==> config.mk <==
export PLATFORM = sky130hd
export DESIGN_NAME = riscv_lsu
export DESIGN_NICKNAME = d
export VERILOG_FILES = /design/src/design/riscv_lsu_pkg.sv /design/src/design/riscv_lsu.sv
export VERILOG_INCLUDE_DIRS = /design/src /design/src/design
export SDC_FILE = /design/constraint.sdc
export NUM_CORES = 1
export LEC_CHECK = 0
export ABC_AREA = 1
export BUFFER_PORTS_ARGS = -buffer_cell sky130_fd_sc_hd__buf_4
export CORE_ASPECT_RATIO = 1.1
export CORE_MARGIN = 2
export CORE_UTILIZATION = 35
export CTS_BUF_LIST = sky130_fd_sc_hd__clkbuf_8 sky130_fd_sc_hd__clkbuf_16
export CTS_CLUSTER_DIAMETER = 120
export DETAILED_ROUTE_END_ITERATION = 16
export MAX_ROUTING_LAYER = met4
export PLACE_DENSITY = 0.79
export REMOVE_ABC_BUFFERS = 1
export SLEW_MARGIN = 20
export SYNTH_ARGS = -nofsm -noshare
export SYNTH_HDL_FRONTEND = slang
export SYNTH_SLANG_ARGS = --single-unit
==> constraint.sdc <==
create_clock -name clk_in -period 2.6 [get_ports clk_in]
set_input_delay 0.13 -clock clk_in [delete_from_list [all_inputs] [get_ports clk_in]]
set_output_delay 0.13 -clock clk_in [all_outputs]
set_load 0.02 [all_outputs]
==> src/design/riscv_lsu_settings.svh <==
`ifndef RISCV_LSU_SETTINGS_SVH
`define RISCV_LSU_SETTINGS_SVH

// Data path and address width
`define RV_XLEN 32

// Word index comes from addr[11:2], upper address bits alias
`define RV_MEM_WORD_BITS 10

// 1024 words, 4 KiB
`define RV_MEM_DEPTH (1 << `RV_MEM_WORD_BITS)

`endif
==> src/design/riscv_lsu_pkg.sv <==
`default_nettype none

`include "riscv_lsu_settings.svh"

package riscv_lsu_pkg;

    // funct3 width codes of LB/LH/LW/LBU/LHU and SB/SH/SW
    typedef enum logic [2:0] {
        SIZE_B  = 3'b000,
        SIZE_H  = 3'b001,
        SIZE_W  = 3'b010,
        SIZE_BU = 3'b100,
        SIZE_HU = 3'b101
    } mem_size_t;

    // Read-wait FSM
    typedef enum logic [1:0] {
        IDLE,
        WAIT1,
        FINISH
    } lsu_state_t;

    // One CPU access, held until the next new_request_in pulse
    typedef struct packed {
        logic [`RV_XLEN-1:0] addr;
        logic [`RV_XLEN-1:0] wdata;
        mem_size_t           size;
        logic                we;
        logic                re;
    } lsu_req_t;

    // LSU to lane RAMs
    typedef struct packed {
        logic [`RV_MEM_WORD_BITS-1:0] word_index;
        logic [`RV_XLEN-1:0]          wdata;
        logic [`RV_XLEN/8-1:0]        byte_en;   // One bit per lane
    } mem_bus_t;

endpackage

`default_nettype wire

==> src/design/riscv_lsu.sv <==
`timescale 1ns/1ps
`default_nettype none

`include "riscv_lsu_settings.svh"

module riscv_lsu (
    input  wire                            clk_in,
    input  wire                            rst_in,

    input  wire riscv_lsu_pkg::lsu_req_t   req,
    input  wire                            new_request_in,
    output logic                           cache_miss_out,
    output logic [`RV_XLEN-1:0]            cpu_data_out,

    output riscv_lsu_pkg::mem_bus_t        mem_bus,
    input  wire [`RV_XLEN-1:0]             mem_rdata
);

    riscv_lsu_pkg::lsu_state_t state;
    logic                      valid;     // Read data already delivered

    logic [1:0]  byte_off;
    logic        half_aligned;
    logic        word_aligned;

    logic [7:0]  ld_byte;
    logic [15:0] ld_half;

    assign byte_off     = req.addr[1:0];
    assign half_aligned = ~byte_off[0];
    assign word_aligned = (byte_off == 2'b00);

    // *********************************************************
    // Stall generation
    // *********************************************************

    // High in T0 and T1 of a read, low from T2 on
    assign cache_miss_out = new_request_in ? req.re :
                            (req.re && (state != riscv_lsu_pkg::FINISH) && !valid);

    always_ff @(posedge clk_in) begin
        if (rst_in) begin
            state <= riscv_lsu_pkg::IDLE;
            valid <= 1'b0;
        end else if (new_request_in) begin
            state <= riscv_lsu_pkg::WAIT1;   // Count restarts from this T0
            valid <= 1'b0;
        end else begin
            case (state)
                riscv_lsu_pkg::WAIT1: begin
                    state <= riscv_lsu_pkg::FINISH;
                end
                riscv_lsu_pkg::FINISH: begin
                    state <= riscv_lsu_pkg::IDLE;
                    valid <= 1'b1;
                end
                default: begin
                    state <= riscv_lsu_pkg::IDLE;
                end
            endcase
        end
    end

    // *********************************************************
    // Store steering
    // *********************************************************

    always_comb begin
        mem_bus.word_index = req.addr[`RV_MEM_WORD_BITS+1:2];
        mem_bus.wdata      = '0;
        mem_bus.byte_en    = '0;

        if (req.we) begin
            case (req.size)
                riscv_lsu_pkg::SIZE_B: begin
                    // Byte copied to every lane, enable picks one
                    mem_bus.wdata = {4{req.wdata[7:0]}};
                    case (byte_off)
                        2'd0: mem_bus.byte_en = 4'b0001;
                        2'd1: mem_bus.byte_en = 4'b0010;
                        2'd2: mem_bus.byte_en = 4'b0100;
                        2'd3: mem_bus.byte_en = 4'b1000;
                        default: mem_bus.byte_en = 4'b0000;
                    endcase
                end
                riscv_lsu_pkg::SIZE_H: begin
                    mem_bus.wdata = {2{req.wdata[15:0]}};
                    if (half_aligned) begin
                        mem_bus.byte_en = byte_off[1] ? 4'b1100 : 4'b0011;
                    end
                end
                riscv_lsu_pkg::SIZE_W: begin
                    mem_bus.wdata = req.wdata;
                    if (word_aligned) begin
                        mem_bus.byte_en = 4'b1111;
                    end
                end
                default: begin
                    mem_bus.wdata   = '0;   // Unsigned codes are load-only
                    mem_bus.byte_en = '0;
                end
            endcase
        end
    end

    // *********************************************************
    // Load extraction
    // *********************************************************

    always_comb begin
        case (byte_off)
            2'd0: ld_byte = mem_rdata[7:0];
            2'd1: ld_byte = mem_rdata[15:8];
            2'd2: ld_byte = mem_rdata[23:16];
            2'd3: ld_byte = mem_rdata[31:24];
            default: ld_byte = 8'h00;
        endcase

        // Only meaningful when half_aligned
        ld_half = byte_off[1] ? mem_rdata[31:16] : mem_rdata[15:0];
    end

    always_comb begin
        cpu_data_out = '0;

        if (req.re) begin
            case (req.size)
                riscv_lsu_pkg::SIZE_B: begin
                    cpu_data_out = {{(`RV_XLEN-8){ld_byte[7]}}, ld_byte};
                end
                riscv_lsu_pkg::SIZE_BU: begin
                    cpu_data_out = {{(`RV_XLEN-8){1'b0}}, ld_byte};
                end
                riscv_lsu_pkg::SIZE_H: begin
                    if (half_aligned) begin
                        cpu_data_out = {{(`RV_XLEN-16){ld_half[15]}}, ld_half};
                    end
                end
                riscv_lsu_pkg::SIZE_HU: begin
                    if (half_aligned) begin
                        cpu_data_out = {{(`RV_XLEN-16){1'b0}}, ld_half};
                    end
                end
                riscv_lsu_pkg::SIZE_W: begin
                    if (word_aligned) begin
                        cpu_data_out = mem_rdata;
                    end
                end
                default: begin
                    cpu_data_out = '0;
                end
            endcase
        end
    end

endmodule

`default_nettype wire

==> flow_metrics.tcl <==
set metrics [dict create \
    outcome "finished, final reports clean" \
    synthArstFlopShare 0 \
    die_h_microns 79.20 \
    clock_sinks 3 \
    swShare 0.4566 \
    maxCapViolCount 0 \
    gp_congestion 0.9182 \
    cts_resized 0 \
    synth_cell_types 22 \
    crit_path_max_fanout 23 \
    p_seq_frac 0.081 \
    fin_area_sq_um 2834 \
    hold_class "primary input to flop" \
    hp-start "rst_in" \
    cts_tree "built" \
    fin_setup_tns_ns 0 \
    cts_hold_buf 0 \
    cts_setup_buffers 0 \
    clk_pin_slew_ns 0.03 \
    synth_seq_cells 3 \
    crit_arrival_ns 1.75 \
    pwr-share-clk 0.219 \
    final_common_cell "nand2_1" \
    area_growth_pct 57.51 \
    dp_hpwl_microns 5908 \
    viasPerCell 5.105 \
    finalMaxSlewViolations 0 \
    fin_crit_ns 1.881 \
    cts.htree.levels 1 \
    syn_area_sq_um 1799 \
    peakVddDrop_mv 0.1726 \
    root_buffer "clkbuf_8" \
    fin_util 0.5707 \
    drive_gt1_frac 0.3190 \
    fin_skew_ns 0.002693 \
    required_ns 2.47 \
    clock_path_buffers 2 \
    p_int_w 0.0003233 \
    io_pins 183 \
    drt_iter0_markers 118 \
    yosys_warnings 0 \
    rr_startpoint "state[0]$_SDFF_PP0_" \
    worst_setup_path_start_kind "primary input" \
    synth-edff-count 0 \
    timing.final.crit_share 0.7235 \
    critPathKind "primary input to primary output" \
    grt_pass1_vias 2736 \
    seq_area_frac_synth 0.03338 \
    placementRows 27 \
    grt_antenna_before_repair 0 \
    grt_usage 0.2561 \
    overflow 0 \
    place_area_sq_um 2789 \
    wire_per_inst_microns 13.36 \
    rsz0062_at_grt "false" \
    core-area_sq_um 4966 \
    slew_headroom 0.3437 \
    crit_start "req[37]" \
    tightest_slew_ns 0.9834 \
    endpoint_kind "primary output" \
    layout.nets 616 \
    synthCells 392 \
    layout_common_cells "147 x nand2_1, 146 x buf_4, 59 x a21oi_1, 50 x inv_1, 35 x nand3_1" \
    clock.fmax_ghz 0.5316 \
    comb_power_share 0.700 \
    grt_pass1_wl_microns 11900 \
    setup_viol 0 \
    cts_buffers 3 \
    drtAntennaViolNets 0 \
    wirelength_microns 7601 \
    dieArea_sq_um 5731 \
    grt_max_degree 34 \
    power_leakage_nw 1.647 \
    p_switching_w 0.0002716 \
    avgSynthCellArea_sq_um 4.590 \
    vias 2905 \
    antennaDiodeCount 0 \
    io_buffers 142 \
    clk_latency_ns 0.21 \
    drc 0 \
    synth-main-ff-cell "dfxtp_1" \
    initial_core_util 0.3623 \
    hold_viol 0 \
    fp.dieW_microns 72.36 \
    dr.pass1.iters 4 \
    power_density_nw_per_um2 209.9 \
]
## area by class of cell
class                   count  area (sq um)
repair buffers            146          1096
multi-input cells         303          1354
well taps                  58         72.57
clock buffers               3         41.29
inverters                  55         206.4
clock inverters             1         3.754
fillers                   542          2132
flip-flops and latches      3         60.06
## synth_stat cells (all sizes together) (2+ instances only)
| library cell | number | area share |
|---|---|---|
| inv | 54 | 0.11 |
| dfxtp | 3 | 0.033 |
| nand3 | 35 | 0.097 |
| o21ai | 12 | 0.040 |
| clkbuf | 3 | 0.0063 |
| o211ai | 8 | 0.033 |
| nand2 | 150 | 0.32 |
| buf | 28 | 0.093 |
| a21oi | 59 | 0.16 |
| nor2 | 35 | 0.086 |
| nor3 | 2 | 0.0083 |
## cell families (layout without fill, tap and decap cells)
logic type | count (synthesis) | after routing | share of synthesized area
AND/OR/NAND/NOR | 224 | 224 | 0.5153
buffers and inverters | 86 | 205 | 0.2142
AO/OA/AOI/OAI | 79 | 79 | 0.2371
flip-flops | 3 | 3 | 0.03338
## flip-flops by register name, indices dropped and copies added, names as in the netlist
signal and count:
state 2, valid 1
## metal layers
layer	GRT usage	up-vias	routed length [microns]
met1	0.2816	1287	2963
met5	-	-	0
met3	0.06726	12	909
met4	0.05094	0	75
met2	0.4615	144	3652
li1	-	1462	-
## worst max-delay path, cell delays in order
cell and delay (ns):
buf_4 0.17, inv_2 0.32, nand3_1 0.15, nand4_1 0.14
nand2_1 0.21, buf_4 0.27, a21oi_1 0.17, buf_4 0.18
## metrics by stage
stage | total power (W) | cells | hold WS (ns) | setup WS [ns]
after floorplan | 0.0002469 | 361 | 0.2024 | 1.041
after global placement | 0.0004585 | 565 | 0.2602 | 0.7324
after detailed placement | 0.0004633 | 565 | 0.2602 | 0.7070
after CTS | 0.0005944 | 569 | 0.08426 | 0.7045
after global routing | 0.0006352 | 569 | 0.09416 | 0.5468
final | 0.0005949 | 569 | 0.08194 | 0.7190
## power by group through the flow
stage | clock network [W] | registers, W | logic [W]
after floorplan | 0 | 0.0000487 | 0.000198
after global placement | 0 | 0.0000488 | 0.000410
after detailed placement | 0 | 0.0000488 | 0.000414
after CTS | 0.000130 | 0.0000482 | 0.000416
after global routing | 0.000133 | 0.0000483 | 0.000454
final | 0.000130 | 0.0000482 | 0.000417
## final timing paths
| kind | end | slack [ns] | depth (start not counted) |
|---|---|---|---|
| worst min-delay path | state[0]$_SDFF_PP0_ | 0.08 | 2 |
| worst max-delay path | cpu_data_out[15] | 0.72 | 8 |
| worst max register to register | valid$_SDFFE_PP0P_ | 2.02 | 3 |
| worst min register to register | state[1]$_SDFF_PP0_ | 0.41 | 1 |
Power figures use the tool's default switching activity.
